[src/hw/isa_pkg.sv]
`default_nettype none

package isa_pkg;

  localparam int XLEN     = 32;
  localparam int REG_ID_W = 5;

  // major opcodes of the classes this front end handles
  typedef enum logic [6:0] {
    OPC_LUI    = 7'b0110111,
    OPC_AUIPC  = 7'b0010111,
    OPC_JAL    = 7'b1101111,
    OPC_OP_IMM = 7'b0010011,
    OPC_OP     = 7'b0110011,
    OPC_LOAD   = 7'b0000011,
    OPC_STORE  = 7'b0100011
  } opcode_e;

  // funct3 for OP / OP-IMM
  localparam logic [2:0] F3_ADD_SUB = 3'b000;
  localparam logic [2:0] F3_SLL     = 3'b001;
  localparam logic [2:0] F3_SLT     = 3'b010;
  localparam logic [2:0] F3_SLTU    = 3'b011;
  localparam logic [2:0] F3_XOR     = 3'b100;
  localparam logic [2:0] F3_SR      = 3'b101;  // srl / sra, picked by bit 30
  localparam logic [2:0] F3_OR      = 3'b110;
  localparam logic [2:0] F3_AND     = 3'b111;

  // funct3 access width for LOAD / STORE, bit 2 is the unsigned flag
  localparam logic [2:0] F3_BYTE = 3'b000;
  localparam logic [2:0] F3_HALF = 3'b001;
  localparam logic [2:0] F3_WORD = 3'b010;

  typedef enum logic [3:0] {
    ALU_NOP = 4'd0,
    ALU_AND = 4'd1,
    ALU_OR  = 4'd2,
    ALU_XOR = 4'd3,
    ALU_ADD = 4'd4,
    ALU_SUB = 4'd5,
    ALU_SRL = 4'd6,
    ALU_SRA = 4'd7,
    ALU_SLL = 4'd8,
    ALU_LT  = 4'd9,
    ALU_LTU = 4'd10,
    ALU_EQ  = 4'd11,
    ALU_NE  = 4'd12,
    ALU_GE  = 4'd13,
    ALU_GEU = 4'd14
  } alu_op_e;

  typedef enum logic [1:0] {
    LEN_BYTE = 2'd0,
    LEN_HALF = 2'd1,
    LEN_WORD = 2'd3  // byte count minus one
  } lsb_len_e;

  typedef enum logic [1:0] {
    ROB_REG   = 2'b00,
    ROB_STORE = 2'b01
  } rob_kind_e;

endpackage

`default_nettype wire

[src/hw/issue_pkg.sv]
`default_nettype none

package issue_pkg;
  import isa_pkg::*;

  localparam int TAG_W = 4;  // reorder-buffer tag

  typedef struct packed {
    logic             valid;
    logic [TAG_W-1:0] tag;
    logic [XLEN-1:0]  value;
  } cdb_t;

  typedef struct packed {
    logic [XLEN-1:0]  value;
    logic             valid;
    logic [TAG_W-1:0] tag;  // producer tag when valid is low
  } rf_resp_t;

  typedef struct packed {
    logic [XLEN-1:0]  value;
    logic             valid;
    logic [TAG_W-1:0] tag;
  } operand_t;

  typedef enum logic [1:0] {
    CLS_RESULT = 2'd0,  // value known at decode, rob only
    CLS_ALU    = 2'd1,
    CLS_MEM    = 2'd2
  } instr_class_e;

  typedef struct packed {
    instr_class_e         cls;
    alu_op_e              alu_op;
    logic [XLEN-1:0]      imm;
    logic                 use_imm;
    logic                 is_store;
    logic                 is_signed;
    lsb_len_e             len;
    logic [REG_ID_W-1:0]  rs1;
    logic [REG_ID_W-1:0]  rs2;
    logic [REG_ID_W-1:0]  rd;
    logic                 res_ready;
    logic [XLEN-1:0]      res_value;
    logic                 is_jump;
  } decoded_t;

  typedef struct packed {
    alu_op_e          op;
    operand_t         rs1;
    operand_t         rs2;
    logic [TAG_W-1:0] rd_tag;
  } rs_pkt_t;

  typedef struct packed {
    logic             is_store;
    logic             is_signed;
    lsb_len_e         len;
    operand_t         addr;
    operand_t         value;
    logic [11:0]      offset;
    logic [TAG_W-1:0] rd_tag;
  } lsb_pkt_t;

  typedef struct packed {
    rob_kind_e           kind;
    logic                ready;
    logic [XLEN-1:0]     value;
    logic [REG_ID_W-1:0] rd;
  } rob_pkt_t;

endpackage

`default_nettype wire

[src/hw/fetch_ctrl.sv]
`timescale 1ns/1ps
`default_nettype none

module fetch_ctrl (
  input  logic clk_in,
  input  logic rst_in,
  input  logic imem_ack,
  input  logic rs_full,
  input  logic lsb_full,
  input  logic rob_full,
  output logic imem_req,
  output logic instr_load,
  output logic issue_en,
  output logic pc_advance
);

  typedef enum logic [1:0] {
    IDLE,
    REQ,
    WAIT_ACK_LOW,
    ISSUE
  } state_e;

  state_e state, state_nxt;
  logic   stall;

  assign stall = rs_full | lsb_full | rob_full;

  always_comb begin
    state_nxt = state;
    case (state)
      IDLE:         if (!imem_ack) state_nxt = REQ;  // memory must be idle first
      REQ:          if (imem_ack) state_nxt = WAIT_ACK_LOW;
      WAIT_ACK_LOW: if (!imem_ack) state_nxt = ISSUE;
      ISSUE:        if (!stall) state_nxt = REQ;  // hold the word until buffers free up
      default:      state_nxt = IDLE;
    endcase
  end

  always_ff @(posedge clk_in) begin
    if (rst_in) begin
      state <= IDLE;
    end else begin
      state <= state_nxt;
    end
  end

  assign imem_req   = (state == REQ);
  assign instr_load = (state == REQ) & imem_ack;  // data valid while ack is high
  assign issue_en   = (state == ISSUE) & ~stall;
  assign pc_advance = issue_en;

  // four-phase rule: once raised, req holds until memory answers
  a_req_held: assert property (@(posedge clk_in) disable iff (rst_in)
    (imem_req && !imem_ack) |=> imem_req);

endmodule

`default_nettype wire

[src/hw/pc_counter.sv]
`timescale 1ns/1ps
`default_nettype none

module pc_counter
  import isa_pkg::*;
  import issue_pkg::*;
#(
  parameter logic [XLEN-1:0] RESET_PC = '0
) (
  input  logic            clk_in,
  input  logic            rst_in,
  input  logic            pc_advance,
  input  decoded_t        dec,
  output logic [XLEN-1:0] pc
);

  logic [XLEN-1:0] pc_next;

  // jal target comes straight from the decoded j-immediate
  assign pc_next = dec.is_jump ? pc + dec.imm : pc + XLEN'(4);

  always_ff @(posedge clk_in) begin
    if (rst_in) begin
      pc <= RESET_PC;
    end else if (pc_advance) begin
      pc <= pc_next;
    end
  end

  // fetch addresses must be whole words, including jump targets
  a_pc_aligned: assert property (@(posedge clk_in) disable iff (rst_in)
    pc[1:0] == 2'b00);

endmodule

`default_nettype wire

[src/hw/instr_decoder.sv]
`timescale 1ns/1ps
`default_nettype none

module instr_decoder
  import isa_pkg::*;
  import issue_pkg::*;
(
  input  logic            clk_in,
  input  logic            instr_load,
  input  logic [XLEN-1:0] imem_data,
  input  logic [XLEN-1:0] pc,
  output decoded_t        dec
);

  logic [XLEN-1:0] instr_q;
  logic [XLEN-1:0] imm_i, imm_s, imm_u, imm_j;
  logic [2:0]      funct3;

  always_ff @(posedge clk_in) begin
    if (instr_load) instr_q <= imem_data;
  end

  assign funct3 = instr_q[14:12];
  assign imm_i  = {{20{instr_q[31]}}, instr_q[31:20]};
  assign imm_s  = {{20{instr_q[31]}}, instr_q[31:25], instr_q[11:7]};
  assign imm_u  = {instr_q[31:12], 12'b0};
  assign imm_j  = {{12{instr_q[31]}}, instr_q[19:12], instr_q[20], instr_q[30:21], 1'b0};

  // alt is bit 30 where it selects sub / sra
  function automatic alu_op_e alu_map(input logic [2:0] f3, input logic alt);
    alu_op_e op;
    op = ALU_NOP;
    case (f3)
      F3_ADD_SUB: op = alt ? ALU_SUB : ALU_ADD;
      F3_SLL:     op = ALU_SLL;
      F3_SLT:     op = ALU_LT;
      F3_SLTU:    op = ALU_LTU;
      F3_XOR:     op = ALU_XOR;
      F3_SR:      op = alt ? ALU_SRA : ALU_SRL;
      F3_OR:      op = ALU_OR;
      F3_AND:     op = ALU_AND;
      default:    op = ALU_NOP;
    endcase
    return op;
  endfunction

  function automatic lsb_len_e len_map(input logic [2:0] f3);
    lsb_len_e len;
    case (f3[1:0])
      F3_BYTE[1:0]: len = LEN_BYTE;
      F3_HALF[1:0]: len = LEN_HALF;
      F3_WORD[1:0]: len = LEN_WORD;
      default:      len = LEN_WORD;
    endcase
    return len;
  endfunction

  always_comb begin
    dec           = '0;
    dec.cls       = CLS_RESULT;
    dec.alu_op    = ALU_NOP;
    dec.len       = LEN_WORD;
    dec.rs1       = instr_q[19:15];
    dec.rs2       = instr_q[24:20];
    dec.rd        = instr_q[11:7];
    case (opcode_e'(instr_q[6:0]))
      OPC_LUI: begin
        dec.imm       = imm_u;
        dec.res_ready = 1'b1;
        dec.res_value = imm_u;
      end
      OPC_AUIPC: begin
        dec.imm       = imm_u;
        dec.res_ready = 1'b1;
        dec.res_value = pc + imm_u;
      end
      OPC_JAL: begin
        dec.imm       = imm_j;
        dec.res_ready = 1'b1;
        dec.res_value = pc + XLEN'(4);  // link address
        dec.is_jump   = 1'b1;
      end
      OPC_OP_IMM: begin
        dec.cls     = CLS_ALU;
        dec.imm     = imm_i;
        dec.use_imm = 1'b1;
        // addi has no sub form, bit 30 only matters for srai
        dec.alu_op  = alu_map(funct3, (funct3 == F3_SR) & instr_q[30]);
      end
      OPC_OP: begin
        dec.cls    = CLS_ALU;
        dec.alu_op = alu_map(funct3, instr_q[30]);
      end
      OPC_LOAD: begin
        dec.cls       = CLS_MEM;
        dec.imm       = imm_i;
        dec.is_signed = ~funct3[2];  // lbu / lhu clear it
        dec.len       = len_map(funct3);
      end
      OPC_STORE: begin
        dec.cls      = CLS_MEM;
        dec.imm      = imm_s;
        dec.is_store = 1'b1;
        dec.len      = len_map(funct3);
      end
      default: begin
        dec.res_ready = 1'b1;  // unknown word retires as a no-op result
      end
    endcase
  end

endmodule

`default_nettype wire

[src/hw/operand_resolver.sv]
`timescale 1ns/1ps
`default_nettype none

module operand_resolver
  import isa_pkg::*;
  import issue_pkg::*;
(
  input  logic [REG_ID_W-1:0] reg_id,
  input  rf_resp_t            resp,
  input  cdb_t                cdb,
  output operand_t            opnd
);

  always_comb begin
    opnd.tag = resp.tag;
    if (reg_id == '0) begin
      opnd.value = '0;  // x0
      opnd.valid = 1'b1;
      opnd.tag   = '0;
    end else if (resp.valid) begin
      opnd.value = resp.value;
      opnd.valid = 1'b1;
    end else if (cdb.valid && (cdb.tag == resp.tag)) begin
      opnd.value = cdb.value;  // producer finishing this cycle
      opnd.valid = 1'b1;
    end else begin
      opnd.value = '0;
      opnd.valid = 1'b0;  // wait on tag in the station
    end
  end

endmodule

`default_nettype wire

[src/hw/issue_stage.sv]
`timescale 1ns/1ps
`default_nettype none

module issue_stage
  import isa_pkg::*;
  import issue_pkg::*;
(
  input  logic             clk_in,
  input  logic             rst_in,
  input  logic             issue_en,
  input  decoded_t         dec,
  input  operand_t         opnd1,
  input  operand_t         opnd2,
  input  logic [TAG_W-1:0] rob_index,
  output logic             rs_valid,
  output rs_pkt_t          rs_pkt,
  output logic             lsb_valid,
  output lsb_pkt_t         lsb_pkt,
  output logic             rob_valid,
  output rob_pkt_t         rob_pkt
);

  operand_t rs2_opnd;

  // op-imm carries the immediate as an always-ready second operand
  assign rs2_opnd = dec.use_imm ? '{value: dec.imm, valid: 1'b1, tag: '0} : opnd2;

  always_ff @(posedge clk_in) begin
    if (rst_in) begin
      rs_valid  <= 1'b0;
      lsb_valid <= 1'b0;
      rob_valid <= 1'b0;
    end else begin
      rs_valid  <= issue_en & (dec.cls == CLS_ALU);
      lsb_valid <= issue_en & (dec.cls == CLS_MEM);
      rob_valid <= issue_en;  // every instruction takes a rob entry
    end
  end

  always_ff @(posedge clk_in) begin
    if (issue_en) begin
      rs_pkt.op     <= dec.alu_op;
      rs_pkt.rs1    <= opnd1;
      rs_pkt.rs2    <= rs2_opnd;
      rs_pkt.rd_tag <= rob_index;

      lsb_pkt.is_store  <= dec.is_store;
      lsb_pkt.is_signed <= dec.is_signed;
      lsb_pkt.len       <= dec.len;
      lsb_pkt.addr      <= opnd1;  // base register
      lsb_pkt.value     <= opnd2;  // store data
      lsb_pkt.offset    <= dec.imm[11:0];
      lsb_pkt.rd_tag    <= rob_index;

      rob_pkt.kind  <= dec.is_store ? ROB_STORE : ROB_REG;
      // stores have nothing to wait for at commit
      rob_pkt.ready <= dec.res_ready | dec.is_store;
      rob_pkt.value <= dec.res_value;
      rob_pkt.rd    <= dec.rd;
    end
  end

  // one instruction goes to at most one execution buffer, always with its rob entry
  a_one_target: assert property (@(posedge clk_in) disable iff (rst_in)
    (rs_valid || lsb_valid) |-> (rob_valid && !(rs_valid && lsb_valid)));

endmodule

`default_nettype wire

[src/hw/fetch_issue_top.sv]
`timescale 1ns/1ps
`default_nettype none

module fetch_issue_top
  import isa_pkg::*;
  import issue_pkg::*;
#(
  parameter logic [XLEN-1:0] RESET_PC = '0
) (
  input  logic                clk_in,
  input  logic                rst_in,
  output logic                imem_req,
  output logic [XLEN-1:0]     imem_addr,
  input  logic                imem_ack,
  input  logic [XLEN-1:0]     imem_data,
  output logic [REG_ID_W-1:0] rf_rs1,
  output logic [REG_ID_W-1:0] rf_rs2,
  output logic [REG_ID_W-1:0] rf_rd,
  output logic                rf_rename,
  output logic [TAG_W-1:0]    rf_rename_tag,
  input  rf_resp_t            rf_resp1,
  input  rf_resp_t            rf_resp2,
  input  cdb_t                cdb,
  input  logic [TAG_W-1:0]    rob_index,
  input  logic                rs_full,
  input  logic                lsb_full,
  input  logic                rob_full,
  output logic                rs_valid,
  output rs_pkt_t             rs_pkt,
  output logic                lsb_valid,
  output lsb_pkt_t            lsb_pkt,
  output logic                rob_valid,
  output rob_pkt_t            rob_pkt
);

  logic            instr_load;
  logic            issue_en;
  logic            pc_advance;
  logic [XLEN-1:0] pc;
  decoded_t        dec;
  operand_t        opnd1, opnd2;

  fetch_ctrl u_fetch_ctrl (
    .clk_in     (clk_in),
    .rst_in     (rst_in),
    .imem_ack   (imem_ack),
    .rs_full    (rs_full),
    .lsb_full   (lsb_full),
    .rob_full   (rob_full),
    .imem_req   (imem_req),
    .instr_load (instr_load),
    .issue_en   (issue_en),
    .pc_advance (pc_advance)
  );

  pc_counter #(.RESET_PC(RESET_PC)) u_pc_counter (
    .clk_in     (clk_in),
    .rst_in     (rst_in),
    .pc_advance (pc_advance),
    .dec        (dec),
    .pc         (pc)
  );

  instr_decoder u_instr_decoder (
    .clk_in     (clk_in),
    .instr_load (instr_load),
    .imem_data  (imem_data),
    .pc         (pc),
    .dec        (dec)
  );

  operand_resolver u_opnd1 (
    .reg_id (dec.rs1),
    .resp   (rf_resp1),
    .cdb    (cdb),
    .opnd   (opnd1)
  );

  operand_resolver u_opnd2 (
    .reg_id (dec.rs2),
    .resp   (rf_resp2),
    .cdb    (cdb),
    .opnd   (opnd2)
  );

  issue_stage u_issue_stage (
    .clk_in    (clk_in),
    .rst_in    (rst_in),
    .issue_en  (issue_en),
    .dec       (dec),
    .opnd1     (opnd1),
    .opnd2     (opnd2),
    .rob_index (rob_index),
    .rs_valid  (rs_valid),
    .rs_pkt    (rs_pkt),
    .lsb_valid (lsb_valid),
    .lsb_pkt   (lsb_pkt),
    .rob_valid (rob_valid),
    .rob_pkt   (rob_pkt)
  );

  assign imem_addr = pc;  // pc only moves after issue, so it is stable during req

  assign rf_rs1 = dec.rs1;
  assign rf_rs2 = dec.rs2;
  assign rf_rd  = dec.rd;

  // stores have no rd, x0 is never renamed
  assign rf_rename     = issue_en & ~dec.is_store & (dec.rd != '0);
  assign rf_rename_tag = rob_index;

endmodule

`default_nettype wire

[config.mk]
export PLATFORM = sky130hd
export DESIGN_NAME = fetch_issue_top
export DESIGN_NICKNAME = d
export VERILOG_FILES = /design/src/hw/isa_pkg.sv /design/src/hw/issue_pkg.sv /design/src/hw/fetch_ctrl.sv /design/src/hw/pc_counter.sv /design/src/hw/instr_decoder.sv /design/src/hw/operand_resolver.sv /design/src/hw/issue_stage.sv /design/src/hw/fetch_issue_top.sv
export SDC_FILE = /design/constraint.sdc
export NUM_CORES = 1
export LEC_CHECK = 0
export BUFFER_PORTS_ARGS = -buffer_cell sky130_fd_sc_hd__clkbuf_2
export CAP_MARGIN = 20
export CORE_MARGIN = 2
export CORE_UTILIZATION = 40
export DETAILED_ROUTE_END_ITERATION = 10
export PLACE_DENSITY = 0.79
export SYNTH_ARGS = -nofsm -noshare
export SYNTH_HDL_FRONTEND = slang
export SYNTH_SLANG_ARGS = --single-unit
export TNS_END_PERCENT = 10
[constraint.sdc]
create_clock -name clk_in -period 7.5 [get_ports clk_in]
set_input_delay 0.75 -clock clk_in [delete_from_list [all_inputs] [get_ports clk_in]]
set_output_delay 0.75 -clock clk_in [all_outputs]
set_load 0.005 [all_outputs]
---- Word level (Yosys, flattened, before mapping) ----
Index checks and enable logic that the tools add are counted.
cells by class
  multiplexer cells ....................... 29
  $mul .................................... 0
  $lt $le $gt $ge ......................... 0
  shift-type cells ........................ 0
  add/subtract/negate cells ............... 3
  equal/unequal tests ..................... 26
  reduce and logical (&&, ||, !) cells .... 15
  divide/modulo/power cells ............... 0
  bitwise logic cells ..................... 13
operator list
  kind                                            number
  two-way mux 33 bit                              5
  case mux 32 bit (4 select lines)                1
  case mux 32 bit (3 select lines)                1
  adder 32 bit                                    2
  case mux 4 bit (8 select lines)                 2
  two-way mux 37 bit                              1
  adder 32 x 3 -> 32 bit (second input constant)  1
  two-way mux 32 bit                              1
  == test 7 x 6 -> 1 bit (second input constant)  3
  == test 7 x 5 -> 1 bit (second input constant)  2
  == test 3 bit (second input constant)           4
  logical NOT 5 bit                               2
  OR reduction 2 bit                              5
  two-way mux 1 bit                               9
  == test 4 bit                                   2
  two-way mux 2 bit                               4
  case mux 2 bit (2 select lines)                 2
  case mux 2 bit (4 select lines)                 1
  case mux 4 bit (2 select lines)                 1
  AND 1 bit                                       7
  == test 7 x 2 -> 1 bit (second input constant)  1
  == test 7 bit (second input constant)           1
  == test 2 x 1 -> 1 bit (second input constant)  3
  == test 2 bit (second input constant)           3
  other kinds (13)                                22
word-level totals
  register bits after elaboration ......... 244
  output and inout bits ................... 272
  bits in latches ......................... 0
  RAM bits ................................ 0
  bits in read-only memories .............. 0
  memories ................................ 0

---- Longest topological paths before layout ----
Gate-level depths: netlist of run 1.
  depth in word-level cells ............... 6
  depth in mapped cells ................... 17

---- By module ----
Synthesis of run 1 repeated with hierarchy kept, for this count alone.
unflattened totals
  cells, all modules ...................... 1369
  area total of the unflattened synthesis .. 14682.8 µm²
modules (own cells, without submodules)
  module            cells each  area each (µm²)  sequential area each (µm²)  instances
  issue_stage       265         6162.2           5255.0                      1
  instr_decoder     427         3563.4           960.9                       1
  pc_counter        461         3424.5           640.6                       1
  operand_resolver  93          631.9            0.0                         2
  fetch_ctrl        22          206.4            40.0                        1
  fetch_issue_top   8           62.6             0.0                         1

---- Worst setup path before layout of run 1 ----
Ideal clock, no wire load.
  path kind ............................... input port to output port
  from .................................... input lsb_full
  to ...................................... output rf_rename
  stages .................................. 7
  buffers on the path ..................... 2
  arrival ................................. 7.102 ns
  setup slack ............................. -0.352 ns
  required time ........................... 6.750 ns
  cells stage by stage .................... nor3_1 nand2_1 inv_1 clkbuf_1 clkbuf_1 o21ai_0 nor2_1
on the way
  longest elaborated chain between the ends .. 6
ends and longest elaborated chain
  element                         line                    RTL
  from (decl)                     fetch_issue_top.sv:26   input logic lsb_full,
  bitwise OR 1 bit (2 in series)  fetch_ctrl.sv:27        assign stall = rs_full | lsb_full | rob_full;
  NOT 1 bit                       fetch_ctrl.sv:50        assign issue_en = (state == ISSUE) & ~stall;
  AND 1 bit                       fetch_ctrl.sv:50
  net issue_en                    fetch_issue_top.sv:37   logic issue_en;
  AND 1 bit (2 in series)         fetch_issue_top.sv:109  assign rf_rename = issue_en & ~dec.is_store & (dec.rd != '0);
  to (decl)                       fetch_issue_top.sv:19   output logic rf_rename,
The timed path passes the listed nets, and every way through them passes these cells.

---- Final worst setup path of run 1 ----
  from .................................... register u_instr_decoder.instr_q[5]
  to ...................................... register u_pc_counter.pc[27]
on the way
  longest elaborated chain between the ends .. 5
ends and longest elaborated chain
  element                                               line                 RTL
  from (decl)                                           instr_decoder.sv:15  logic [XLEN-1:0] instr_q;
  from (signal assigned)                                instr_decoder.sv:20  if (instr_load) instr_q <= imem_data;
  == test 7 x 5 -> 1 bit, or another cell as far along  instr_decoder.sv:66  case (opcode_e'(instr_q[6:0]))
  OR reduction 2 bit (no line)                          --
  case mux 32 bit (4 select lines)                      instr_decoder.sv:66
  adder 32 bit                                          pc_counter.sv:20     assign pc_next = dec.is_jump ? pc + dec.imm : pc + XLEN'(4);
  two-way mux 32 bit (*)                                pc_counter.sv:20
  to (signal assigned)                                  pc_counter.sv:26     pc <= pc_next;
  to (decl)                                             pc_counter.sv:14     output logic [XLEN-1:0] pc
Mark *: on every way between the ends. The rest lies on a longest branch, timed or not.
A chain may end at the register's enable or synchronous reset.

==> reports/results.ini, run 1 <==
[worst_setup_path]
worst-r2r-cell-count=15
cp_slowest_stage_delay_ns=0.82
critical_path.reg2reg.endpoint=u_pc_counter.pc[27]
path_class=reg2reg
cp_common_cell=a21o_1
setup.worst_path.start_class=register
critPathBufInv=2
worstReg2RegStart=u_instr_decoder.instr_q[5]
crit_path_max_fanout=70
cp_data_required_time_ns=7.96
path_cells=buf_4, nor2b_1, nand4_1, buf_4, a21oi_1, a21o_1, ha_1, a21o_1, a21o_1, a21oi_2, a21boi_1, o41ai_1, and3_1, o21ai_1, a221oi_2
crit_path_end_kind=register
cp_top_family=compound AO/OA/AOI/OAI gates
worst_endpoint_data_arrival_time_ns=5.13
ff2ff_setup_slack_ns=2.83
timing.critical_path.slowest_stage_cell=a21oi_1

[power]
power.density_nw_per_um2=191.9
power.switching_uw=776.0
sw_frac_of_total_pct=23.66
highest_ir_drop_seen_on_vdd_uv=173.4
seq_power_share_pct=47.0
leakagePower_nw=7.449
comb_power_share_pct=8.9
clock_power_share_pct=44.1
cellInternalPower_mw=2.504

[floorplan]
fp.coreArea_um2=34630
initial_utilization_pct=40.68
chipWidth_um=191.7
io_pins=425
die_height_um=191.7
row_count=68
die-area_um2=36740

[layout]
area.growth.synth_to_final_pct=21.32
postLayoutCoreUtil_pct=49.35
layout.filler_cells=3153
register_area_um2=6897
design.final.nets=1876
multiInputGateArea_um2=6349
finish.instance_area_um2=17090
final_cells=2142
drive_gt1_share_pct=30.84

[min_path]
min_delay_worst_endpoint=u_instr_decoder.instr_q[29]
holdCritStartpoint=imem_data[29]
holdPathStages=1
worst_hold_path_type=in2reg

[synthesis]
main_combinational_cell_family_by_area_after_synthesis=compound AO/OA/AOI/OAI gates
mappedNetlistNets=1546
synth_warnings=0
synth_area_leader_cell=edfxtp_1
most_area_consuming_cells_after_synthesis=edfxtp_1, mux2i_1, dfxtp_1
synth_flop_cell=edfxtp_1
syn_inst=1335
postSynthRegisterBits=242
synthesis.area_um2=14090
yosys.area_share.simple_pct=13.19
synthesis.area_per_instance_um2=10.55
synth_most_common_cell=edfxtp_1
ys_seq_area_share_pct=48.96
asyncSetResetFlopFracSynth_pct=0
yosys.area_share.adder_pct=5.258
netlist.area_leader.share_pct=43.70
ys_top_cells_by_count=edfxtp_1, nor2_1, mux2i_1, nand2_1, a21oi_1
synth_cell_types=84
synth.mux.area_fraction_pct=6.439
number_of_enable_flip_flop_cells_after_synthesis=205
synth_compound_gate_area_share_pct=16.28
post_synth_xor_area_fraction_pct=3.855

[clocking]
cts-hold-fix-buffers=0
clk_path_buf_depth=3
tritoncts=done
postCtsSetupBuffers=0
cts-buffers-inserted=27
path_clk_slew_ns=0.07
post_cts_resize_count=0
htreeDepth=1
clock_tree.root_cell=clkbuf_16
clock_latency_ns=0.57
clock-sinks=242

[timing]
grt_setup_unrepaired=no
fmaxAchievable_mhz=214.0
report.final.hold_viol_count=0
slew_viol_final=0
worst_pin_slew_ns=0.9882
clock_tree_skew_after_final_layout_ns=0.03382
post-route-period-util_pct=62.29
timing.max_slew.rel_slack_pct=34.12
report.final.setup_viol=0
timing.final.crit_period_ns=4.672
setup_total_negative_slack_ns=0

[detailed_routing]
drtIter0Drc=1041
drt-pass1-iter-count=5
vias_per_cell=5.775
dr_total_vias=12370
totalWireLength_um=49990
drt_drc_violations_left=0
antenna_violating_nets_post_route=0
routed_wire_length_per_instance_um=23.34

[placement]
placedCellCount=2090
gp_congestion=0.9520
cell_area_after_placement_um2=16120
number_of_input_and_output_port_buffers_inserted=423
detailedPlacementHpwl_um=37460

[outcome]
outcome=completed

[grt]
initial_antenna_violation_count=2
maximum_number_of_pins_on_one_net_before_global_route_repair=80
grtUsageTotal_pct=25.68
grt_first_pass_wirelength_um=70830
grt-ovfl-total=0
via_count_of_the_first_global_routing_pass=11650

[flow_run]
number_of_max_cap_violations=0

-- kinds of logic (layout without fill, tap and decap cells) --
group	after synthesis	count (layout)
other	1	2
adder cells (fa/ha/maj)	58	58
buffers and inverters	158	509
AND/OR/NAND/NOR	384	384
flip-flops	242	242
AO/OA/AOI/OAI	341	341
multiplexers	89	89
XOR/XNOR	62	62
-- metrics by stage --
step | setup slack, ns | total power, mW | hold slack (ns)
after floorplan | 2.484 | 1.730 | 0.4660
after detailed placement | 3.000 | 1.858 | 0.5271
final | 2.828 | 3.280 | 0.3547
after CTS | 2.963 | 3.292 | 0.3413
after global placement | 3.110 | 1.850 | 0.5026
after global routing | 2.427 | 3.375 | 0.3516
-- metal layers --
layer  GRT usage [%]  up-vias  routed length [µm]
met5               0        -                  12
met4           13.28        2                2718
met1           29.32     5978               18250
met3           5.481      150                4152
met2           45.13      665               24860
li1                -     5576                   -
-- sequential cells by signal (all words and copies together), names as in the netlist --
signal	count
u_fetch_ctrl.state	2
u_instr_decoder.instr_q	32
u_issue_stage.lsb_pkt	53
u_issue_stage.lsb_valid	1
u_issue_stage.rob_pkt	38
u_issue_stage.rob_valid	1
u_issue_stage.rs_pkt	82
u_issue_stage.rs_valid	1
u_pc_counter.pc	32
-- placed cells by master, fill, tap and decap left out, types with 19 or more instances in the layout --
master | synthesis | layout
a21oi_1 | 70 | 70
o21ai_0 | 64 | 64
edfxtp_1 | 205 | 205
nor2_1 | 137 | 136
xor2_1 | 33 | 33
xnor2_1 | 29 | 29
nand3_1 | 38 | 38
dfxtp_1 | 37 | 37
nor3_1 | 22 | 22
inv_1 | 22 | 21
clkbuf_16 | 0 | 27
mux2i_1 | 76 | 76
clkbuf_2 | 0 | 423
nand2_1 | 76 | 76
ha_1 | 56 | 56
and3_1 | 25 | 25
a21o_1 | 40 | 40
o21ai_1 | 19 | 19
-- how the worst max path moves through the flow --
| stage | start | end | slack (ns) | depth (start not counted) |
|---|---|---|---|---|
| after floorplan | lsb_full | rf_rename | 2.48 | 7 |
| after global placement | u_instr_decoder.instr_q[5] | u_pc_counter.pc[27] | 3.11 | 15 |
| after detailed placement | u_instr_decoder.instr_q[5] | u_pc_counter.pc[27] | 3.00 | 15 |
| after CTS | u_instr_decoder.instr_q[5] | u_pc_counter.pc[27] | 2.96 | 15 |
| after global routing | u_instr_decoder.instr_q[5] | u_pc_counter.pc[27] | 2.43 | 15 |
| final | u_instr_decoder.instr_q[5] | u_pc_counter.pc[27] | 2.83 | 15 |
-- power by group through the flow --
stage	Sequential [mW]	Combinational (mW)	Clock [mW]
2_1_floorplan	1.54	0.188	0
6_report	1.54	0.292	1.45
4_1_cts	1.54	0.291	1.46
5_1_grt	1.54	0.322	1.51
3_5_place_dp	1.57	0.290	0
3_3_place_gp	1.57	0.281	0
-- area by class of cell --
class | count | area share, %
diodes | 1 | 0.01464
clock buffers | 32 | 4.180
clock inverters | 18 | 1.464
inverters | 23 | 0.5491
multi-input cells | 935 | 37.15
flip-flops and latches | 242 | 40.35
well taps | 455 | 3.331
repair buffers | 436 | 12.96
Power figures use the tool's default switching activity.
==> run 2: changes to the inputs <==
ABC_AREA = 1   (was unset)
PLACE_DENSITY = 0.76   (was 0.79)
clock period = 4.35 ns   (was 7.5 ns; I/O delays follow)
==> run 2 against run 1 <==
- critical path depth up 4
- synthesized cell count rose by 43%
- sequential power up 75%
- clock power is 57% higher
- routed wire length is 25% higher
- setup slack lost 2.3 ns
- sequential cell count stayed put
- power increased by 72%
- clock skew is 0.016 ns lower
- largest cell class unchanged
- largest power group unchanged
- highest routed layer is now met4
==> reports/results.ini, run 2 <==
[layout]
final_cells=2800
drive_gt1_share_pct=23.74
largest_register_ff_count=82
design.final.nets=2476
area.growth.synth_to_final_pct=20.82
reg_top3=u_issue_stage.rs_pkt: 82 flops, u_issue_stage.lsb_pkt: 53 flops, u_issue_stage.rob_pkt: 38 flops
largest_register_by_flop_count=u_issue_stage.rs_pkt
layout.cells.most_common=clkbuf_2
layout_common_cells=clkbuf_2, nand2_1, nor2_1

[timing]
report.final.setup_viol=0
post-route-period-util_pct=88.14
timing.final.crit_period_ns=3.834
report.final.hold_viol_count=0
clock_tree_skew_after_final_layout_ns=0.01762
fmaxAchievable_mhz=260.8
grt_setup_unrepaired=no
worst_pin_slew_ns=1.049
timing.max_slew.rel_slack_pct=29.93
slew_viol_final=0
hold_ws_ns=0.03193
setup_total_negative_slack_ns=0

[synthesis]
postSynthRegisterBits=242
synth_warnings=0
ys_top_cells_by_count=nand2_1, nor2_1, inv_1
synth_most_common_cell=nand2_1
netlist.area_leader.share_pct=40.71
synthesis.area_um2=15120
synth_flop_cell=edfxtp_1
syn_inst=1909
synthesis.area_per_instance_um2=7.921
synth_area_leader_cell=edfxtp_1
synth_cell_types=54
mappedNetlistNets=2120
asyncSetResetFlopFracSynth_pct=0
most_area_consuming_cells_after_synthesis=edfxtp_1, nand2_1, nor2_1
number_of_enable_flip_flop_cells_after_synthesis=205
ys_seq_area_share_pct=45.61

[clocking]
clock_latency_ns=0.58
cts-hold-fix-buffers=0
htreeDepth=1
clock_tree.root_cell=clkbuf_16
postCtsSetupBuffers=0
clk_path_buf_depth=3
path_clk_slew_ns=0.06
clock-sinks=242
cts-buffers-inserted=28
post_cts_resize_count=0
tritoncts=done

[worst_setup_path]
cp_slowest_stage_delay_ns=0.64
setup.worst_path.start_class=register
path_class=reg2reg
path_cells=inv_2, nand2_1, nor2_2, nand2_4, nand2_1, inv_1, o21ai_0, ha_1, nand2_1, inv_1, nand2_1, nand2_1, nand2_1, nand3_1, nand2_1, nand2_1, or2_2, nand3_1, a21oi_1
cp_data_required_time_ns=4.81
ff2ff_setup_slack_ns=0.52
critPathBufInv=3
worst_endpoint_data_arrival_time_ns=4.30
timing.critical_path.slowest_stage_cell=o21ai_0
cp_common_cell=nand2_1
crit_path_end_kind=register
cp_top_family=simple AND/OR/NAND/NOR gates
crit_path_max_fanout=25

[power]
leakagePower_nw=8.702
highest_ir_drop_seen_on_vdd_uv=300.6
power.density_nw_per_um2=309.5

[floorplan]
fp.coreArea_um2=37490
die_height_um=198.4
initial_utilization_pct=40.34
io_pins=425
row_count=71
chipWidth_um=198.4
die-area_um2=39380

[grt]
via_count_of_the_first_global_routing_pass=14430
grt_first_pass_wirelength_um=89300
maximum_number_of_pins_on_one_net_before_global_route_repair=73
grtUsageTotal_pct=30.53
initial_antenna_violation_count=1
grt-ovfl-total=0

[outcome]
outcome=completed

[min_path]
worst_hold_path_type=in2reg

[detailed_routing]
drt_drc_violations_left=0
drtIter0Drc=1319
vias_per_cell=5.405
totalWireLength_um=62530
antenna_violating_nets_post_route=0
drt-pass1-iter-count=6
routed_wire_length_per_instance_um=22.33
dr_total_vias=15130

[placement]
gp_congestion=1.052
detailedPlacementHpwl_um=48620
placedCellCount=2745
number_of_input_and_output_port_buffers_inserted=423

[flow_run]
number_of_max_cap_violations=0

-- run 2: where the power goes --
part / switching, mW / leakage (nW) / internal [mW]
Combinational: 0.454 / 6.03 / 0.230
Clock: 1.01 / 0.431 / 1.27
Sequential: 0.0846 / 2.24 / 2.61
-- run 2: kinds of logic after synthesis --
kind of cell,count (synthesis),synth area share (%)
AO/OA/AOI/OAI,259,9.722
XOR/XNOR,23,1.332
adder cells (fa/ha/maj),58,4.898
buffers and inverters,376,11.10
flip-flops,242,45.61
other,1,0.02480
AND/OR/NAND/NOR,950,27.31
-- run 2: final timing paths --
kind,start,to,cells past startpoint
setup / recovery,u_instr_decoder.instr_q[4],u_pc_counter.pc[13],19
hold reg to reg,u_instr_decoder.instr_q[10],u_issue_stage.rob_pkt[3],0
hold / removal,imem_data[26],u_instr_decoder.instr_q[26],1
setup reg to reg,u_instr_decoder.instr_q[4],u_pc_counter.pc[13],19
-- run 2: final cells by class --
class                           instances  area [µm²]
Antenna cell                            2       5.005
Clock buffer                           36       730.7
Clock inverter                         16       157.7
Fill cell                            3729       19220
Inverter                              257       974.7
Multi-Input combinational cell       1291        6551
Sequential cell                       242        6897
Tap cell                              511       639.4
Timing Repair Buffer                  445        2315
-- run 2: per-layer routing --
layer | global-route usage (%) | routed length, µm
met1 | 36.70 | 23800
met2 | 51.18 | 29030
met4 | 16.61 | 3897
met5 | 0 | 0
met3 | 6.528 | 5798
-- run 2: stage by stage --
stage / total power, mW / utilization (%) / area (µm²) / setup slack [ns]
finish: 5.655 / 48.74 / 18270 / 0.5159
CTS: 5.678 / 48.65 / 18240 / 0.5527
global placement: 3.385 / 46.28 / 17350 / 0.6526
floorplan: 3.109 / - / 15120 / 0.5354
detailed placement: 3.405 / 46.28 / 17350 / 0.5730
global route: 5.863 / 48.73 / 18270 / 0.2539
